`src/hdl/pll_pkg.sv`:
```
//####################################################################
// shared widths and the sequencer state encoding for the PLL
// bring-up subsystem, imported by the modules that need them
//####################################################################
`default_nettype none

package pll_pkg;

   //####################################################################
   // configuration words
   //####################################################################
   typedef logic [7:0] divin_t;    // reference divider N
   typedef logic [7:0] divfb_t;    // feedback divider M
   typedef logic [7:0] divout_t;   // per output divider
   typedef logic [7:0] phase_t;    // per output phase shift

   //####################################################################
   // counters
   //####################################################################
   typedef logic [7:0]  tick_t;    // sequencer timer
   typedef logic [11:0] meas_t;    // meter edge count and window

   // bring-up sequence
   typedef enum logic [1:0] {
      st_off       = 2'd0,  // pll held in reset
      st_reset     = 2'd1,  // reset hold, new config applied here
      st_lock_wait = 2'd2,  // enabled, debouncing freqlock
      st_run       = 2'd3   // locked, outputs open
   } seq_state_t;

endpackage

`default_nettype wire
```
`src/hdl/pll_seq_fsm.sv`:
```
//####################################################################
// PLL bring-up sequencer: reset hold, lock debounce, run
// start/stop strobes drive it, a pending config load forces a relock
//####################################################################
`default_nettype none

module pll_seq_fsm #(
   parameter pll_pkg::tick_t RST_CYCLES  = 6,   // reset hold length
   parameter pll_pkg::tick_t LOCK_CYCLES = 8    // lock debounce length
) (
   input  logic           clkin,
   input  logic           reset,
   input  logic           start,        // bring-up strobe
   input  logic           stop,         // shutdown strobe
   input  logic           freqlock,
   input  logic           cfg_pending,  // load arrived while running
   input  logic           tmr_zero,
   output logic           tmr_load,
   output pll_pkg::tick_t tmr_value,
   output logic           cfg_apply,    // shadow to active, first reset cycle
   output logic           pll_reset,
   output logic           pll_en,
   output logic           clken_gate,
   output logic           ready
);
   import pll_pkg::*;

   seq_state_t state;
   seq_state_t state_nxt;

   //####################################################################
   // next state, timer loads on entry to a timed phase
   //####################################################################
   always_comb begin
      state_nxt = state;
      tmr_load  = 1'b0;
      tmr_value = RST_CYCLES;
      case (state)
         st_off: begin
            if (start) begin
               state_nxt = st_reset;
               tmr_load  = 1'b1;
            end
         end
         st_reset: begin
            if (tmr_zero) begin           // hold done
               state_nxt = st_lock_wait;
               tmr_load  = 1'b1;
               tmr_value = LOCK_CYCLES;
            end
         end
         st_lock_wait: begin
            tmr_value = LOCK_CYCLES;
            if (!freqlock)
               tmr_load = 1'b1;           // restart debounce
            else if (tmr_zero)
               state_nxt = st_run;
         end
         st_run: begin
            if (cfg_pending) begin        // relock with new settings
               state_nxt = st_reset;
               tmr_load  = 1'b1;
            end else if (!freqlock) begin
               state_nxt = st_lock_wait;
               tmr_load  = 1'b1;
               tmr_value = LOCK_CYCLES;
            end
         end
         default: state_nxt = st_off;
      endcase
      // stop wins from any state
      if (stop) begin
         state_nxt = st_off;
         tmr_load  = 1'b0;
      end
   end

   always_ff @(posedge clkin) begin
      if (reset) begin
         state     <= st_off;
         cfg_apply <= 1'b0;
      end else begin
         state     <= state_nxt;
         cfg_apply <= (state_nxt == st_reset) && (state != st_reset);
      end
   end

   // outputs decoded from state
   assign pll_reset  = (state == st_off) || (state == st_reset);
   assign pll_en     = (state == st_lock_wait) || (state == st_run);
   assign ready      = (state == st_run);
   assign clken_gate = ready;   // outputs open only when locked

endmodule

`default_nettype wire

```
`config.mk`:
```
export PLATFORM = sky130hd
export DESIGN_NAME = pll_seq_fsm
export DESIGN_NICKNAME = d
export VERILOG_FILES = /design/src/hdl/pll_pkg.sv /design/src/hdl/pll_seq_fsm.sv
export SDC_FILE = /design/constraint.sdc
export NUM_CORES = 1
export LEC_CHECK = 0
export ABC_AREA = 0
export BUFFER_PORTS_ARGS = -buffer_cell sky130_fd_sc_hd__buf_4
export CAP_MARGIN = 20
export CORE_AREA = 10 10 47 49
export CTS_BUF_LIST = sky130_fd_sc_hd__clkbuf_8
export DETAILED_ROUTE_END_ITERATION = 8
export DIE_AREA = 0 0 57 59
export GPL_TIMING_DRIVEN = 0
export HOLD_SLACK_MARGIN = 0.03
export PLACE_DENSITY = 0.5
export SYNTH_ARGS = -nofsm -noshare
export SYNTH_HDL_FRONTEND = slang
export SYNTH_SLANG_ARGS = --single-unit
```
`constraint.sdc`:
```
create_clock -name clkin -period 2 [get_ports clkin]
set_clock_uncertainty 0.05 [all_clocks]
set_input_delay 0.4 -clock clkin [delete_from_list [all_inputs] [get_ports clkin]]
set_output_delay 0.4 -clock clkin [all_outputs]
set_load 0.01 [all_outputs]
```
* Word-level counts from Yosys, hierarchy flattened
Cells that the tools add are included.
** Word-level totals
- Register bits :: 3
- Output and inout bits :: 14
** Operators by class
- Equal/unequal tests :: 5
- Mux-type cells :: 18
- Reductions and logical operators :: 4
** Operators by type and width (count)
- 2-bit two-way mux :: 7
- 4-bit two-way mux :: 3
- 4-bit one-hot mux with 3 select lines :: 1
- 2-bit one-hot mux with 4 select lines :: 1
- 1-bit two-way mux :: 5
- 2-bit by 1-bit equality test with 1-bit output (second input constant) :: 2
- 2-bit equality test (second input constant) :: 2
- 1-bit one-hot mux with 4 select lines :: 1
- 2-bit zero test :: 1
- 1-bit logical OR :: 2
- 2-bit by 1-bit inequality test with 1-bit output (second input constant) :: 1
- 1-bit logical AND :: 1

* Depth between registers and ports, before layout
Gate-level depths: netlist of run 1.
- Depth in word-level cells :: 6
- Depth in mapped cells :: 5
- Depth with buffers taken out :: 3

* Worst setup path before layout of run 1
OpenSTA, ideal clock, no wires.
- Path type :: register -> output
- Start point :: register state[1]
- End point :: output tmr_load
- Arrival :: 1.147 ns
- Data required time :: 1.550 ns
- Slack :: 0.403 ns
- Cell stages (with the launch flop) :: 5
- Cells stage by stage :: dfxtp_1 -> buf_2 -> mux2_2 -> a221oi_1 -> nor2_1
** On the way
- Cells in the longest elaborated chain, start to end :: 3
- Elaborated cells between the ends (all ways) :: 6
- Classes of those cells :: eq/ne: 3; mux: 2; reduce/logical: 1
** RTL lines
- from (decl) :: line pll_seq_fsm.sv:28 : seq_state_t state;
- from (signal assigned) :: line pll_seq_fsm.sv:80 : state <= st_off;
- from (signal assigned) :: line pll_seq_fsm.sv:83 : state <= state_nxt;
- 2-bit equality test, or another cell as far along :: line pll_seq_fsm.sv:38 : case (state)
- 1-bit one-hot mux with 4 select lines * :: line pll_seq_fsm.sv:38
- 1-bit two-way mux * :: line pll_seq_fsm.sv:72 : if (stop) begin
- to (decl) :: line pll_seq_fsm.sv:18 : output logic tmr_load,
Every way passes the cells marked *; elsewhere a longest branch is shown, timed or not.

* Worst setup path after layout of run 1
Same ends and word-level chain as after synthesis.

==> impl_results.md, run 1 <==
- Pre-CTS setup slack: 217 ps
- Core area: ~1400 um2
- DRT iter0 DRCs: 5
- Seq cells post-synth: 3
- Element type at the critical path end: primary output
- Final cell count without fillers: 75
- Share of layout cells above drive strength 1: approximately three fifths
- CP top delay family: multiplexers
- Total of max-cap violations: 0
- Asr flop ratio synth: 0%
- Post-synth top cells: 7 x buf_4, 3 x a21o_2, 3 x a21oi_1, 3 x dfxtp_1
- First-pass GRT wire length: around 1300 um
- Gate power share: around a fifth
- Net Sw Frac: 23.2%
- Vias in the first global route: just over 300
- Worst-path maximum fanout: 10
- Cells after DPL: between 70 and 80
- DIE AREA: between 3000 and 4000 um2
- Via density: between 3 and 4
- Yosys cell types: 20
- Synth area leader: dfxtp_1
- Switching power: 0.0000690 W
- Total iterations of the first detailed-routing run: 4
- Flop pwr share: a little over a fifth
- Layout Utilization: between 30% and 40%
- CTS tree: built
- WP buf/inv: 2
- CTS Buf Count: 3
- Top cells by area, synth: dfxtp_1 22%, buf_4 19%, a21o_2 9.5%
- Nets: 67
- Residual DRC count: 0
- GP Congestion: about 0.74
- Synth warn: 0
- Root buf cell: clkbuf_8
- Initial Util: between 10% and 20%
- Final min period: approximately 1900 ps
- Final setup margin: approximately 120 ps
- Final Hold Vio Count: 0
- Fin area: about 480 um2
- Fmax achieved: between 0.5 and 0.6 GHz
- Worst EP required: 1550 ps
- Placed cell areas: approximately 420 um2
- Cells after synthesis: 36
- Largest net degree at the start of global routing: 11
- GRT overflow: 0
- Setup bufs post-CTS: 0
- Total track usage: under 10%
- CP max stage cell: mux2_2
- Post-synth EDFFs: 0
- Pwr dens: approximately 620 nW/um2
- Most frequent cell after synthesis: buf_4
- Clock latency on the worst-skew pair: 220 ps
- Peak supply drop: a little over 0.2 mV
- Die Width: 57 um
- Setup Viol. Count Final: 0
- CTS sink count: 3
- CP cell instances: buf_6 > mux2_2 > a221oi_2 > nor2_1 > buf_4
- Area growth, synth to finish: 74.7%
- Post-Route Setup TNS: 0 ps
- Clk pwr share: 57.4%
- # fillers: about 160
- Initial antenna violation count: 0
- Antenna violation net count after detailed routing: 0
- Port-buffer cells: 15
- Worst Hold Class: in -> reg
- Cell internal pwr: about 0.00023 W
- N_diodes: 0
- I/O pin cnt: 21
- Setup CP Type: reg -> out
- Ys flop type: dfxtp_1
- Syn Std Cell Area: 277 um2
- Status: finished, final reports clean
- Flop2flop setup slack: between 600 and 700 ps
- H-tree depth: 1
- Mean Syn Cell Area: between 7 and 8 um2
- WP data arrival: 1430 ps
- Bufs on Longest Clock Path: 2
- CP peak stage delay: roughly 340 ps
- Startpoint Class: flip-flop
- Routed wire length per instance: 10.9 um
- Period utilisation layout: ~94%
- Clock-pin slew on the worst setup and hold paths: 30 ps
- Total wire length: ~820 um
- Yosys top cell area share: a little over a fifth
- Die extent in y: slightly below 60 um
- Sequential share of the synthesized area: 21.7%
- Vias: ~300
- Final Slew Violations: 0
- P_leak: between 0.2 and 0.25 nW
- Rows: 14
## registers in the layout, indices dropped and copies added, names as in the netlist
| register | flops |
|---|---|
| state | 2 |
| cfg_apply | 1 |
## placed cells by master, fill, tap and decap left out
| master | n |
|---|---|
| inv_1 | 3 |
| clkbuf_8 | 3 |
| nor2_1 | 2 |
| nor3_1 | 2 |
| conb_1 | 5 |
| nand2_1 | 1 |
| and3b_4 | 1 |
| dfxtp_2 | 1 |
| dfxtp_1 | 2 |
| clkbuf_1 | 1 |
| buf_6 | 2 |
| o21ai_0 | 2 |
| a21o_2 | 3 |
| nor2b_1 | 1 |
| a221oi_2 | 1 |
| nor4_1 | 1 |
| mux2_2 | 1 |
| and2_2 | 1 |
| buf_4 | 22 |
| a21oi_1 | 3 |
| or4_1 | 1 |
## layout make-up
| type | instances | area [um2] | area share, % |
|---|---|---|---|
| Multi-Input combinational cell | 25 | 158 | 32.6 |
| Clock buffer | 3 | 41.3 | 8.55 |
| Buffer | 10 | 78.8 | 16.3 |
| Clock inverter | 1 | 3.75 | 0.777 |
| Timing Repair Buffer | 15 | 113 | 23.3 |
| Inverter | 2 | 7.51 | 1.55 |
| Tap cell | 16 | 20.0 | 4.15 |
| Sequential cell | 3 | 61.3 | 12.7 |
## worst reg2reg max path: stages (launching register included)
cell and delay (ps):
dfxtp_1 300, buf_6 130, and3b_4 190, or4_1 460, a21oi_1 120
## power groups by stage
stage	Combinational (W)	Clock (W)	Sequential, W
after floorplan	0.0000351	0	0.0000649
after global placement	0.0000604	0	0.0000644
final	0.0000632	0.000171	0.0000638
after detailed placement	0.0000602	0	0.0000645
after global routing	0.0000713	0.000182	0.0000640
after CTS	0.0000606	0.000174	0.0000638
## what timing repair did
| item | in CTS | in global routing |
|---|---|---|
| gates resized for setup | 1 | 3 |
| endpoints found under the setup margin | 1 | 1 |
| pin swaps | 0 | 0 |
| hold buffers | 0 | 0 |
## cell families (layout without fill, tap and decap cells)
group / count (synthesis) / in the layout / synth area share, %
buffers and inverters: 12 / 31 / 29.0
other: 1 / 5 / 1.36
and+or+nand+nor: 10 / 10 / 22.2
AOI/OAI and AO/OA: 9 / 9 / 21.7
DFF: 3 / 3 / 21.7
muxes: 1 / 1 / 4.07
## path summary, 6_finish.rpt
kind,from,depth (start not counted),end
hold / removal,reset,2,state[1]$_SDFF_PP0_
setup reg to reg,state[0]$_SDFF_PP0_,4,state[0]$_SDFF_PP0_
hold reg to reg,state[1]$_SDFF_PP0_,2,state[0]$_SDFF_PP0_
setup / recovery,state[1]$_SDFF_PP0_,5,tmr_load
## stage by stage
stage	hold WS [ps]	power, W
after global routing	318	0.000318
after detailed placement	538	0.000125
final	308	0.000298
after CTS	316	0.000298
after floorplan	427	0.000100
after global placement	536	0.000125
## layer usage
metal,global-route usage [%],part of all wire [%],up-vias
li1,-,-,158
met1,4.98,37,125
met2,6.98,49,14
met3,3.22,11,2
met4,6.04,2.9,0
met5,0,0,-
Note: power is estimated with default switching activity, not from simulation.
==> inputs of run 2 (changes only) <==
--- a/config.mk
+++ b/config.mk
@@ -8,13 +8,15 @@
 export ABC_AREA = 0
 export BUFFER_PORTS_ARGS = -buffer_cell sky130_fd_sc_hd__buf_4
 export CAP_MARGIN = 20
+export CELL_PAD_IN_SITES_DETAIL_PLACEMENT = 1
+export CELL_PAD_IN_SITES_GLOBAL_PLACEMENT = 1
 export CORE_AREA = 10 10 47 49
 export CTS_BUF_LIST = sky130_fd_sc_hd__clkbuf_8
 export DETAILED_ROUTE_END_ITERATION = 8
 export DIE_AREA = 0 0 57 59
 export GPL_TIMING_DRIVEN = 0
 export HOLD_SLACK_MARGIN = 0.03
-export PLACE_DENSITY = 0.5
+export PLACE_DENSITY = 0.69
 export SYNTH_ARGS = -nofsm -noshare
 export SYNTH_HDL_FRONTEND = slang
 export SYNTH_SLANG_ARGS = --single-unit
==> run 2 against run 1 <==
- count of clock-buffer cells in the layout unchanged
- utilization increased by 0.98 points
- register-to-register slack is essentially flat
- non-clock buffer count increased by 2
- highest routed layer is now met3
- die area unchanged
- wire length increased by 5.4%
- critical path depth unchanged
- largest power group unchanged
- via count increased by 6.4%
- power is 1.4% lower
- critical endpoint unchanged
==> impl_results.md, run 2 (synthesized netlist as in run 1, its figures left out) <==
- RSZ-0062 raised after global routing: no
- Bufs on Longest Clock Path: 2
- Initial antenna violation count: 0
- Residual DRC count: 0
- Vias in the first global route: roughly 330
- First-pass GRT wire length: about 1400 um
- Routed wire length per instance: between 10 and 15 um
- I/O pin cnt: 21
- P_leak: approximately 0.26 nW
- DRT iter0 DRCs: 2
- WP data arrival: roughly 1400 ps
- Startpoint Class: flip-flop
- Share of layout cells above drive strength 1: around 59%
- CP top delay family: flip-flops
- H-tree depth: 1
- Total of max-cap violations: 0
- Die Width: about 57 um
- Initial Util: between 15 and 20%
- Nets: 69
- Setup Viol. Count Final: 0
- Total track usage: 5.02%
- Commonest cells after routing, fill and taps aside: 24 x buf_4, 5 x conb_1
- N_diodes: 0
- Port-buffer cells: 15
- # fillers: around 190
- WP buf/inv: 2
- Post-Route Setup TNS: 0 ps
- Commonest non-fill, non-tap cell in the layout: buf_4
- Worst-path maximum fanout: 5
- Core area: roughly 1400 um2
- Total wire length: roughly 860 um
- DIE AREA: 3360 um2
- Vias: approximately 320
- Largest net degree at the start of global routing: 11
- Setup CP Type: reg -> out
- Max reg flops: 2
- Peak supply drop: between 0.2 and 0.3 mV
- CTS Buf Count: 3
- Die extent in y: between 50 and 60 um
- Final min period: 1870 ps
- Clock-pin slew on the worst setup and hold paths: about 30 ps
- Hold-fix buffers, CTS: 0
- CP peak stage delay: roughly 350 ps
- Fmax achieved: approximately 0.53 GHz
- GP Congestion: between 0.6 and 0.7
- CP max stage cell: dfxtp_1
- Element type at the critical path end: primary output
- Rows: 14
- Seq. cell area: about 60 um2
- Total iterations of the first detailed-routing run: 3
- Final Slew Violations: 0
- Final Hold Vio Count: 0
- Period utilisation layout: roughly 94%
- Worst EP required: about 1600 ps
- Area of the multi-input gates: between 150 and 200 um2
- Hold slack: approximately 320 ps
- Via density: 4.13
- Area growth, synth to finish: 79.6%
- Root buf cell: clkbuf_8
- CP cell instances: buf_6 > mux2_2 > a221oi_2 > nor2_1 > buf_4
- Antenna violation net count after detailed routing: 0
- Pwr dens: 591 nW/um2
- Biggest register: state
- CTS tree: built
- Biggest regs: state: 2 flops, cfg_apply: 1 flops
- Clock latency on the worst-skew pair: 210 ps
- Worst Hold Class: in -> reg
- CTS sink count: 3
- Status: finished, final reports clean
- GRT overflow: 0
run 2: area by class of cell:
class                   count  area share [%]
well taps                  16            4.03
repair buffers             17            25.7
flip-flops and latches      3            12.1
plain buffers              10            15.9
multi-input cells          25            31.7
clock inverters             1           0.756
clock buffers               3            8.31
inverters                   2            1.51
run 2: metrics by stage:
step                power, W  utilization, %  cell area (um2)  setup WS [ps]  cells
floorplan           0.000100               -              292            403     40
global placement    0.000125            30.3              424            189     71
detailed placement  0.000126            30.3              424            201     71
CTS                 0.000295            33.7              472           12.2     75
global route        0.000312            35.4              497           23.3     77
finish              0.000294            35.4              497            130     77
run 2: worst reg2reg max path, cell delays in order (launching register included):
cell,delay (ps)
dfxtp_1,300
buf_6,130
and3b_4,190
or4_1,460
a21oi_1,120
run 2: final timing paths:
check	depth (start not counted)	start	slack [ps]	endpoint
worst max register to register	4	state[0]$_SDFF_PP0_	680	state[0]$_SDFF_PP0_
worst min register to register	3	state[1]$_SDFF_PP0_	640	state[0]$_SDFF_PP0_
worst max-delay path	5	state[1]$_SDFF_PP0_	130	tmr_load
worst min-delay path	2	reset	320	state[1]$_SDFF_PP0_
run 2: what timing repair did:
item	CTS	global route
setup buffers	0	2
gates resized for setup	1	2
gates cloned	0	0
endpoints found under the setup margin	1	1
run 2: report_power, final:
| part | internal [W] | switching (W) | total, W |
|---|---|---|---|
| sequential | 0.0000628 | 0.000000994 | 0.0000638 |
| combinational | 0.0000363 | 0.0000282 | 0.0000645 |
| clock | 0.000130 | 0.0000353 | 0.000166 |
run 2: layer usage:
metal	part of all wire [%]	vias up	global-route usage [%]
met1	41	143	4.99
met3	9.1	0	3.22
met2	50	15	7.75
li1	-	160	-
met5	0	-	0
met4	0	0	3.02
