### src/hdl/pll_pkg.sv
//####################################################################
// shared widths and the sequencer state encoding for the PLL
// bring-up subsystem, imported by the modules that need them
//####################################################################
`default_nettype none

package pll_pkg;

   //####################################################################
   // configuration words
   //####################################################################
   typedef logic [7:0] divin_t;    // reference divider N
   typedef logic [7:0] divfb_t;    // feedback divider M
   typedef logic [7:0] divout_t;   // per output divider
   typedef logic [7:0] phase_t;    // per output phase shift

   //####################################################################
   // counters
   //####################################################################
   typedef logic [7:0]  tick_t;    // sequencer timer
   typedef logic [11:0] meas_t;    // meter edge count and window

   // bring-up sequence
   typedef enum logic [1:0] {
      st_off       = 2'd0,  // pll held in reset
      st_reset     = 2'd1,  // reset hold, new config applied here
      st_lock_wait = 2'd2,  // enabled, debouncing freqlock
      st_run       = 2'd3   // locked, outputs open
   } seq_state_t;

endpackage

`default_nettype wire
### src/hdl/pll_cfg_regs.sv
//####################################################################
// PLL configuration: shadow bank written by the user on cfg_load,
// active bank copied from it on cfg_apply during the reset hold
//####################################################################
`default_nettype none

module pll_cfg_regs #(
   parameter int NOUT = 2
) (
   input  logic                         clkin,
   input  logic                         reset,
   input  logic                         cfg_load,     // user write strobe
   input  logic                         cfg_apply,    // from sequencer
   input  logic                         running,      // sequencer ready
   input  logic                         clken_gate,
   input  pll_pkg::divin_t              cfg_divin,
   input  pll_pkg::divfb_t              cfg_divfb,
   input  pll_pkg::divout_t [NOUT-1:0]  cfg_divout,
   input  pll_pkg::phase_t  [NOUT-1:0]  cfg_phase,
   input  logic [NOUT-1:0]              cfg_clken,
   output pll_pkg::divin_t              act_divin,
   output pll_pkg::divfb_t              act_divfb,
   output pll_pkg::divout_t [NOUT-1:0]  act_divout,
   output pll_pkg::phase_t  [NOUT-1:0]  act_phase,
   output logic [NOUT-1:0]              act_clken,
   output logic [NOUT-1:0]              pll_clken,    // gated enables to pll
   output logic                         cfg_pending
);
   import pll_pkg::*;

   divin_t             sh_divin;
   divfb_t             sh_divfb;
   divout_t [NOUT-1:0] sh_divout;
   phase_t  [NOUT-1:0] sh_phase;
   logic    [NOUT-1:0] sh_clken;
   logic               pend_q;     // load seen while running

   //####################################################################
   // shadow and active banks, defaults div 1, phase 0, all enabled
   //####################################################################
   always_ff @(posedge clkin) begin
      if (reset) begin
         sh_divin  <= divin_t'(1);
         sh_divfb  <= divfb_t'(1);
         sh_divout <= {NOUT{divout_t'(1)}};
         sh_phase  <= '0;
         sh_clken  <= '1;
      end else if (cfg_load) begin
         sh_divin  <= cfg_divin;
         sh_divfb  <= cfg_divfb;
         sh_divout <= cfg_divout;
         sh_phase  <= cfg_phase;
         sh_clken  <= cfg_clken;
      end
   end

   always_ff @(posedge clkin) begin
      if (reset) begin
         act_divin  <= divin_t'(1);
         act_divfb  <= divfb_t'(1);
         act_divout <= {NOUT{divout_t'(1)}};
         act_phase  <= '0;
         act_clken  <= '1;
      end else if (cfg_apply) begin
         act_divin  <= sh_divin;
         act_divfb  <= sh_divfb;
         act_divout <= sh_divout;
         act_phase  <= sh_phase;
         act_clken  <= sh_clken;
      end
   end

   always_ff @(posedge clkin) begin
      if (reset)
         pend_q <= 1'b0;
      else if (cfg_load && running)
         pend_q <= 1'b1;
      else if (cfg_apply)
         pend_q <= 1'b0;   // consumed by relock
   end

   // the load strobe itself counts, so relock starts the next cycle
   assign cfg_pending = pend_q | (cfg_load & running);
   assign pll_clken   = act_clken & {NOUT{clken_gate}};

endmodule

`default_nettype wire

### config.mk
export PLATFORM = sky130hd
export DESIGN_NAME = pll_cfg_regs
export DESIGN_NICKNAME = d
export VERILOG_FILES = /design/src/hdl/pll_pkg.sv /design/src/hdl/pll_cfg_regs.sv
export SDC_FILE = /design/constraint.sdc
export NUM_CORES = 1
export LEC_CHECK = 0
export BUFFER_PORTS_ARGS = -buffer_cell sky130_fd_sc_hd__buf_4
export CAP_MARGIN = 20
export CELL_PAD_IN_SITES_DETAIL_PLACEMENT = 1
export CELL_PAD_IN_SITES_GLOBAL_PLACEMENT = 1
export CORE_MARGIN = 8
export CORE_UTILIZATION = 42
export DETAILED_ROUTE_END_ITERATION = 8
export GPL_TIMING_DRIVEN = 0
export PLACE_DENSITY = 0.84
export RECOVER_POWER = 100
export SETUP_SLACK_MARGIN = 0.3
export SYNTH_ARGS = -nofsm -noshare
export SYNTH_HDL_FRONTEND = slang
export SYNTH_SLANG_ARGS = --single-unit
export TNS_END_PERCENT = 10
### constraint.sdc
create_clock -name clkin -period 2.4 [get_ports clkin]
set_input_delay 0.36 -clock clkin [delete_from_list [all_inputs] [get_ports clkin]]
set_output_delay 0.36 -clock clkin [all_outputs]
set_load 0.01 [all_outputs]
# Word level (Yosys, flattened, before mapping)

Index checks and enable logic that the tools add are counted.

$lt $le $gt $ge: 0
Bitwise operators: 3
Eq/ne operators: 0
Add/sub/neg operators: 0
Div/mod/pow operators: 0
Shift-type cells: 0
Mux-type cells: 2
Multiply operators: 0
Reductions and logical operators: 2

Operators with widths:

| kind               | number |
|---|---|
| 2-bit AND          | 1 |
| 1-bit 2-to-1 mux   | 2 |
| 2-bit nonzero test | 1 |
| 1-bit AND          | 1 |
| 1-bit logical AND  | 1 |
| 1-bit bitwise OR   | 1 |

Bits in latches: 0
Memories: 0
Bits in writable memories: 0
Register bits after elaboration: 101
ROM bits: 0
Input port bits: 56
Word-level logic and storage cells: 22

# Longest topological paths before layout

Gate-level depths: netlist (run 1).

Word-level depth: 2
Mapped depth: 4
Depth with buffers taken out: 2

# Worst setup path after synthesis (run 1)

Ideal clock, no wire load.

Kind: input to output
Start: input cfg_load
End: output cfg_pending
Required time: 2040 ps
Arrival: 697 ps
Path buffers: 1
Cell stages on the path: 3
Slack: 1343 ps
Path through: buf_6 > nand2_1 > nand2b_1

Longest elaborated chain between the ends: 2

Ends and longest elaborated chain:

| what             | line               | source |
|---|---|---|
| from (decl)      | pll_cfg_regs.sv:12 | `input logic cfg_load,` |
| 1-bit AND        | pll_cfg_regs.sv:83 | `assign cfg_pending = pend_q \| (cfg_load & running);` |
| 1-bit bitwise OR | pll_cfg_regs.sv:83 |  |
| to (decl)        | pll_cfg_regs.sv:27 | `output logic cfg_pending` |

Every way passes these cells.

==> summary.txt, run 1 <==
Setup path
  • Crit path DAT: 1.82 ns
  • Register-to-Register Path Depth: 2
  • Critical Path RT: 2.63 ns
  • R2r setup slk: 1.54 ns
  • Worst Setup Start Kind: primary input
  • Crit end category: flop
  • WS Path Type: in -> reg
  • Crit-path max FO: 10

Routing
  • Antenna viol nets, final: 0
  • Router iterations before antenna repair: 3
  • Routed WL per cell: 16.8 um
  • Via/cell ratio: 4.83
  • Via Count: 2708
  • Routed wire length: 9420 um
  • DRC: 0
  • Initial detailed-routing violation count: 40

Die
  • Die width: 110 um
  • Die footprint: 0.0120 mm^2
  • Number of core rows: 34
  • Die Height: 110 um
  • Core Footprint: 0.00864 mm^2
  • I/O pins: 109
  • Initial Utilization: 0.427

Finish
  • Multi-input logic area: 0.00143 mm^2
  • Nets: 504
  • Ant diodes: 0
  • Commonest non-fill, non-tap cell in the layout: dfxtp_1
  • Fillcell total: 989
  • Area delta synth->final: 22.0%
  • FF+latch area: 0.00202 mm^2
  • Share of layout cells above drive strength 1: 0.163
  • Most frequent cells in the layout: dfxtp_1, mux2i_1, nor2_1
  • Final Util: 0.521

Global routing
  • Initial antenna violation count: 0
  • Largest net degree at the start of global routing: 18
  • Grt ovf: 0
  • Global-route wire length before repair: 14700 um
  • Total GRT Usage: 0.158
  • Vias in the first global route: 2964

STA
  • # setup viols final: 0
  • Final period util: 0.665
  • Slew Limit Headroom: 0.454
  • Setup TNS: 0 ns
  • Fin. Hold Viols: 0
  • Fin. max-slew vios: 0
  • Worst-margin pin slew: 0.819 ns
  • RSZ-0062 raised after global routing: false
  • Worst Skew: 0.0161 ns
  • Fmax: 627 MHz
  • Final min period: 1.59 ns

Yosys
  • Post-Syn Area: 0.00369 mm^2
  • Share of the synthesized area in the top cell type: 0.549
  • Syn_area_per_cell: 11.2 um^2
  • Flops & latches, synth: 101
  • Synthesis Warnings: 0
  • Syn_nets: 386
  • Largest cells by area after synthesis: dfxtp_1, mux2i_1, nor2_1
  • Post-synthesis sequential area ratio: 0.549
  • Synth area leader: dfxtp_1
  • Mapped Cells: 330
  • Synth unique cells: 16

Clock tree
  • Clk slew on worst S/H paths: 0.09 ns
  • CTS Sinks: 101
  • Post-CTS Hold Fix Bufs: 0
  • Buffer count from post-CTS setup fixing: 0
  • Num CTS Buffers: 9
  • Post-CTS Resized: 0
  • Latest clock arrival within the worst-skew pair: 0.36 ns
  • H-tree levels: 3
  • Root buf cell: clkbuf_8
  • CTS tree: built
  • Clk buf depth: 2

Min path
  • Worst hold path type: in -> reg
  • Hold depth: 2

Job
  • Max-Cap Viols: 0

Placement
  • Detail Placement HPWL: 7140 um
  • I/O Buffers: 107
  • Routability Congestion: 0.732

Outcome
  • Status: finished clean

Power
  • Maximum vdd drop: 0.287 mV
  • Leak: 2.03 nW
  • PD cells: 698 mW/mm^2
-- synthesized netlist by cell type --
master    instances
mux2i_1          88
nand2_1           1
and2b_1           4
buf_12            4
a211o_1          12
nor2b_1           8
dfxtp_1         101
nor2_1           88
a21oi_1           1
and2_1            2
buf_1             2
buf_2             3
nand2b_1          2
clkbuf_1          6
buf_8             5
buf_6             3
-- sequential cells by signal, indices dropped and copies added (netlist names) --
| register | cells |
|---|---|
| sh_divfb | 8 |
| sh_divin | 8 |
| act_divin | 8 |
| act_divout | 16 |
| pend_q | 1 |
| sh_clken | 2 |
| act_divfb | 8 |
| act_phase | 16 |
| act_clken | 2 |
| sh_divout | 16 |
| sh_phase | 16 |
-- worst max-delay path, stage by stage --
cell and delay [ns]:
clkbuf_1 0.10, clkbuf_1 0.38, clkbuf_1 0.66, mux2i_1 0.27, nor2_1 0.05
-- cell families (layout without fill, tap and decap cells) --
group / count (synthesis) / after routing / synth area share
flip-flops: 101 / 101 / 0.549
multiplexers: 88 / 88 / 0.239
AO/OA/AOI/OAI: 13 / 13 / 0.0299
buffers and inverters: 23 / 146 / 0.0635
AND/OR/NAND/NOR: 105 / 105 / 0.119
-- stage by stage --
| stage | instance area (um^2) | setup WS [ns] | hold slack [ns] | total power [mW] | std cells |
|---|---|---|---|---|---|
| after CTS | 4800 | 0.980 | 0.197 | 3.22 | 561 |
| after floorplan | 3690 | 1.34 | 0.429 | 2.07 | 330 |
| after global routing | 4500 | 0.645 | 0.200 | 3.29 | 561 |
| final | 4500 | 0.805 | 0.203 | 3.14 | 561 |
| after global placement | 4620 | 1.11 | 0.435 | 2.24 | 545 |
| after detailed placement | 4620 | 1.10 | 0.450 | 2.26 | 545 |
-- layer usage --
layer	GRT usage	wire length, um	vias up
met4	0.0559	146	0
met1	0.172	3840	1301
li1	-	-	1328
met2	0.278	4680	66
met3	0.0545	745	13
met5	0	0	-
-- final cells by class --
cell class                 count  share of cell area
sequential                   101               0.450
multi-input combinational    206               0.318
timing repair buffer         107               0.134
tap                          108              0.0301
buffer                        23              0.0287
clock buffer                  10              0.0284
clock inverter                 6              0.0106
-- report_power, final --
| part | total (mW) | internal (mW) | switching [mW] | leakage, nW |
|---|---|---|---|---|
| Clock | 0.974 | 0.383 | 0.591 | 0.0751 |
| Sequential | 1.80 | 1.76 | 0.0452 | 0.829 |
| Combinational | 0.359 | 0.180 | 0.179 | 1.13 |
| Total | 3.14 | 2.32 | 0.815 | 2.03 |
-- worst paths after layout --
kind | from | end
worst min-delay path | cfg_divfb[0] | sh_divfb[0]
worst max register to register | act_clken[1] | act_clken[1]
worst max-delay path | cfg_apply | act_phase[12]
worst min register to register | sh_divout[8] | act_divout[8]
(Power assumes the default switching activity.)
==> run 2: changes to the inputs <==
- CORE_UTILIZATION: 42 -> 39
- PLACE_DENSITY: 0.84 -> 0.78
- clock period: 2.4 -> 1.6 ns (I/O delays scaled with it)
==> run 2 against run 1 <==
Die area rose by 6.6%; highest routed layer unchanged; routed wire length fell by 1.4%; sequential share of layout area fell by 0.56 points; final area rose by 1.3%; combinational power rose by 53%; largest cell class unchanged; total power rose by 52%; hold slack got worse by 0.12 ns; register-to-register slack got worse by 0.79 ns.
==> summary.txt, run 2 (synthesis results as in run 1) <==
STA
  • Final period util: 0.817
  • Setup ws final: 0.293 ns
  • Final min period: 1.31 ns
  • Worst Skew: 0.00938 ns
  • RSZ-0062 raised after global routing: false
  • Setup TNS: 0 ns
  • Hold slack: 0.0833 ns
  • # setup viols final: 0
  • Fin. Hold Viols: 0
  • Worst-margin pin slew: 0.819 ns
  • Fin. max-slew vios: 0
  • Fmax: 765 MHz
  • Slew Limit Headroom: 0.454

Placement
  • I/O Buffers: 107
  • Routability Congestion: 0.695
  • Detail Placement HPWL: 7070 um
  • Placed Cells: 548
  • Pre-CTS setup slack: 0.440 ns

Setup path
  • Crit end category: flop
  • Worst Setup Start Kind: primary input
  • Crit path top cell by count: clkbuf_1
  • Crit-path cells: clkbuf_1 > buf_6 > clkbuf_1 > mux2i_1 > nor2_1
  • CP startpoint: cfg_load
  • Critical path destination: sh_phase[7]
  • Critical R2R Launch: act_clken[0]
  • Crit-path leading delay family: buffers and inverters
  • R2R Path End: act_clken[0]
  • Max stage delay on crit path: 0.64 ns
  • Critical Path RT: 1.82 ns
  • Crit-path max FO: 10
  • R2r setup slk: 0.75 ns
  • WS Path Type: in -> reg
  • Register-to-Register Path Depth: 2
  • Worst Path Buf+Inv: 3
  • Crit path DAT: 1.53 ns
  • Critical path depth: 5
  • Slowest stage cell on the critical path: clkbuf_1

Global routing
  • Total GRT Usage: 0.148
  • Global-route wire length before repair: 15100 um
  • Largest net degree at the start of global routing: 18
  • Grt ovf: 0
  • Initial antenna violation count: 0
  • Vias in the first global route: 3053

Clock tree
  • Num CTS Buffers: 9
  • Latest clock arrival within the worst-skew pair: 0.35 ns
  • H-tree levels: 3
  • Clk slew on worst S/H paths: 0.10 ns
  • CTS tree: built
  • CTS Sinks: 101
  • Root buf cell: clkbuf_8
  • Buffer count from post-CTS setup fixing: 0
  • Post-CTS Resized: 0
  • Clk buf depth: 2
  • Post-CTS Hold Fix Bufs: 0

Finish
  • Fillcell total: 1080
  • Most frequent cells in the layout: dfxtp_1, mux2i_1, nor2_1
  • Share of layout cells above drive strength 1: 0.174
  • Area delta synth->final: 23.5%
  • Nets: 504
  • Non-Filler Instances: 564
  • Commonest non-fill, non-tap cell in the layout: dfxtp_1
  • Ant diodes: 0

Die
  • Die width: 113 um
  • Die footprint: 0.0128 mm^2
  • Initial Utilization: 0.401
  • Core Footprint: 0.00920 mm^2
  • Number of core rows: 35
  • I/O pins: 109
  • Die Height: 113 um

Routing
  • Routed wire length: 9290 um
  • Via/cell ratio: 4.78
  • M1 WL: 3870 um
  • Router iterations before antenna repair: 4
  • DRC: 0
  • Routed WL per cell: 16.5 um
  • Max Used Layer: met4
  • DR WL met3: 717 um
  • Met2 wire len: 4570 um
  • Initial detailed-routing violation count: 62
  • Via Count: 2696
  • Antenna viol nets, final: 0

Outcome
  • Status: finished clean

Min path
  • Worst hold path type: in -> reg
  • HP Start: cfg_divfb[0]

Power
  • PD cells: 1050 mW/mm^2
  • Design Power: 4.76 mW
  • Leak: 2.07 nW
  • Maximum vdd drop: 0.468 mV

Job
  • Max-Cap Viols: 0
==> run 2: how the worst min path moves through the flow <==
stage | endpoint | slack, ns | cells after the start
6_report | sh_divfb[0] | 0.08 | 2
5_1_grt | sh_divfb[0] | 0.07 | 2
4_1_cts | sh_divfb[0] | 0.07 | 2
3_5_place_dp | act_divin[0] | 0.44 | 1
3_3_place_gp | act_divin[0] | 0.44 | 1
2_1_floorplan | sh_clken[0] | 0.36 | 1
==> run 2: report_power, final <==
part / total (mW) / switching, mW / internal, mW / leakage, nW
sequential: 2.70 / 0.0657 / 2.64 / 0.829
combinational: 0.550 / 0.268 / 0.281 / 1.15
clock: 1.50 / 0.884 / 0.620 / 0.0893
total: 4.76 / 1.22 / 3.54 / 2.07
==> run 2: cell type report <==
cell class | count | area [um^2] | share of cell area
sequential | 101 | 2020 | 0.444
timing repair buffer | 107 | 608 | 0.134
multi-input combinational | 206 | 1430 | 0.314
tap | 111 | 139 | 0.0305
clock buffer | 10 | 138 | 0.0302
buffer | 23 | 169 | 0.0371
clock inverter | 6 | 46.3 | 0.0102
==> run 2: metal layers <==
layer | up-vias | track usage
met5 | - | 0
met4 | 0 | 0.0480
met3 | 11 | 0.0628
met2 | 69 | 0.253
met1 | 1288 | 0.161
li1 | 1328 | -
==> run 2: stage by stage <==
step                      area [um^2]   util
after floorplan                  3690      -
after global placement           4630  0.503
after detailed placement         4630  0.503
after CTS                        4810  0.523
after global routing             4550  0.495
final                            4550  0.495
==> run 3: changes to the inputs <==
- CORE_UTILIZATION: 39 -> 35
- PLACE_DENSITY: 0.78 -> 0.74
- clock period: 1.6 -> 1.1 ns (I/O delays scaled with it)
==> run 3 against run 2 <==
The flow now finishes with violations (negative setup slack); global-route usage fell by 1.2 points; via count up 0.96%; final area up 10%; sequential cell count unchanged; sequential share of layout area fell by 4.0 points; critical path depth fell by 3; clock power rose by 77%; hold slack lost 0.072 ns.
==> summary.txt, run 3 (synthesis results as in run 1) <==
STA
  • Fmax: 893 MHz
  • Fin. Hold Viols: 0
  • Worst-margin pin slew: 0.513 ns
  • Hold slack: 0.0109 ns
  • Slew Limit Headroom: 0.658
  • # setup viols final: 3
  • Final min period: 1.12 ns
  • Worst Skew: 0.0115 ns
  • Fin. max-slew vios: 0
  • RSZ-0062 raised after global routing: true
  • Final period util: 1.02
  • Setup ws final: -0.0197 ns

Routing
  • Initial detailed-routing violation count: 86
  • Via/cell ratio: 4.61
  • Antenna viol nets, final: 0
  • Routed WL per cell: 16.3 um
  • DRC: 0
  • Router iterations before antenna repair: 4
  • Routed wire length: 9630 um
  • Via Count: 2722

Power
  • Maximum vdd drop: 0.741 mV
  • Leak: 2.38 nW
  • Internal power component: 5.76 mW
  • Net switching power: 1.76 mW
  • Sw frac: 0.234
  • Sequential share of power: 0.525
  • Clock power share: 0.354
  • PD cells: 1500 mW/mm^2
  • Combinational power share: 0.121
  • Design Power: 7.52 mW

Die
  • Die width: 119 um
  • I/O pins: 109
  • Number of core rows: 37
  • Initial Utilization: 0.359
  • Die Height: 119 um
  • Core Footprint: 0.0103 mm^2
  • Die footprint: 0.0141 mm^2

Finish
  • Share of layout cells above drive strength 1: 0.304
  • Most frequent cells in the layout: dfxtp_1, mux2i_1, nor2_1
  • Ant diodes: 0
  • Area delta synth->final: 35.9%
  • Commonest non-fill, non-tap cell in the layout: dfxtp_1
  • Nets: 505

Min path
  • HP Start: cfg_clken[1]
  • Hold depth: 2
  • Hold Path End: sh_clken[1]
  • Worst hold path type: in -> reg

Clock tree
  • H-tree levels: 3
  • Num CTS Buffers: 9
  • Root buf cell: clkbuf_8
  • CTS Sinks: 101
  • Clk buf depth: 2
  • Latest clock arrival within the worst-skew pair: 0.36 ns
  • CTS tree: built
  • Clk slew on worst S/H paths: 0.09 ns

Setup path
  • Worst Path Buf+Inv: 1
  • R2R Path End: act_clken[0]
  • Register-to-Register Path Depth: 2
  • Crit-path cells: and2_4 > buf_6
  • Crit path DAT: 0.95 ns
  • R2r setup slk: 0.27 ns
  • Critical R2R Launch: act_clken[0]
  • Slowest stage cell on the critical path: dfxtp_2
  • Crit-path leading delay family: flip-flops
  • Critical Path RT: 0.94 ns
  • Crit end category: output pin
  • Crit-path max FO: 3
  • Worst Setup Start Kind: flop
  • Max stage delay on crit path: 0.36 ns
  • WS Path Type: reg -> out

Global routing
  • Vias in the first global route: 3021
  • Initial antenna violation count: 0
  • Total GRT Usage: 0.135
  • Global-route wire length before repair: 15400 um
  • Grt ovf: 0
  • Largest net degree at the start of global routing: 17

Outcome
  • Failing checks: negative setup slack
  • Status: finished, violations left

Placement
  • Detail Placement HPWL: 7010 um
  • I/O Buffers: 107
  • Routability Congestion: 0.711

Job
  • Max-Cap Viols: 0
-- run 3: area by class of cell --
cell class / instances / area (um^2)
Fill cell: 1159 / 5270
Sequential cell: 101 / 2020
Multi-Input combinational cell: 206 / 1480
Timing Repair Buffer: 108 / 913
Buffer: 23 / 188
Tap cell: 136 / 170
Clock buffer: 11 / 151
Clock inverter: 5 / 82.6
-- run 3: worst reg2reg max path: stages, from the launching register on --
cell and delay [ns]:
dfxtp_2 0.35, and2b_1 0.16, a211o_1 0.22
-- run 3: worst max path at each step --
stage / end / cells after the start / from
6_report: pll_clken[1] / 2 / act_clken[1]
4_1_cts: pll_clken[0] / 2 / act_clken[0]
3_5_place_dp: act_phase[9] / 3 / reset
3_3_place_gp: act_phase[13] / 3 / reset
2_1_floorplan: act_divfb[0] / 3 / reset
5_1_grt: pll_clken[0] / 2 / act_clken[0]
-- run 3: metal layers --
metal / global-route usage / vias to the layer above / wire length [um]
li1: - / 1327 / -
met1: 0.149 / 1308 / 4060
met2: 0.230 / 72 / 4680
met3: 0.0514 / 15 / 729
met4: 0.0553 / 0 / 155
met5: 0 / - / 0
-- run 3: stage by stage --
step | util | area [um^2] | worst slack, ns | std cells | TNS (ns)
global placement | 0.455 | 4670 | 0.0172 | 573 | 0
detailed placement | 0.455 | 4670 | -0.00385 | 573 | -0.00385
CTS | 0.505 | 5190 | -0.0304 | 590 | -0.101
global route | 0.487 | 5010 | -0.0621 | 590 | -0.210
floorplan | - | 3700 | 0.292 | 330 | 0
finish | 0.487 | 5010 | -0.0197 | 590 | -0.0288
-- run 3: power by group through the flow --
stage / combinational (mW) / sequential [mW] / clock (mW)
after floorplan: 0.488 / 4.03 / 0
final: 0.912 / 3.95 / 2.66
after detailed placement: 0.911 / 4.02 / 0
after CTS: 0.972 / 3.97 / 2.74
after global placement: 0.887 / 4.01 / 0
after global routing: 0.996 / 3.97 / 2.88
-- run 3: what timing repair did --
item | CTS | global route
gates resized for setup | 107 | 13
hold endpoints to repair | 5 | 2
setup buffers | 1 | 0
pin swaps | 3 | 9
endpoints found under the setup margin | 56 | 62
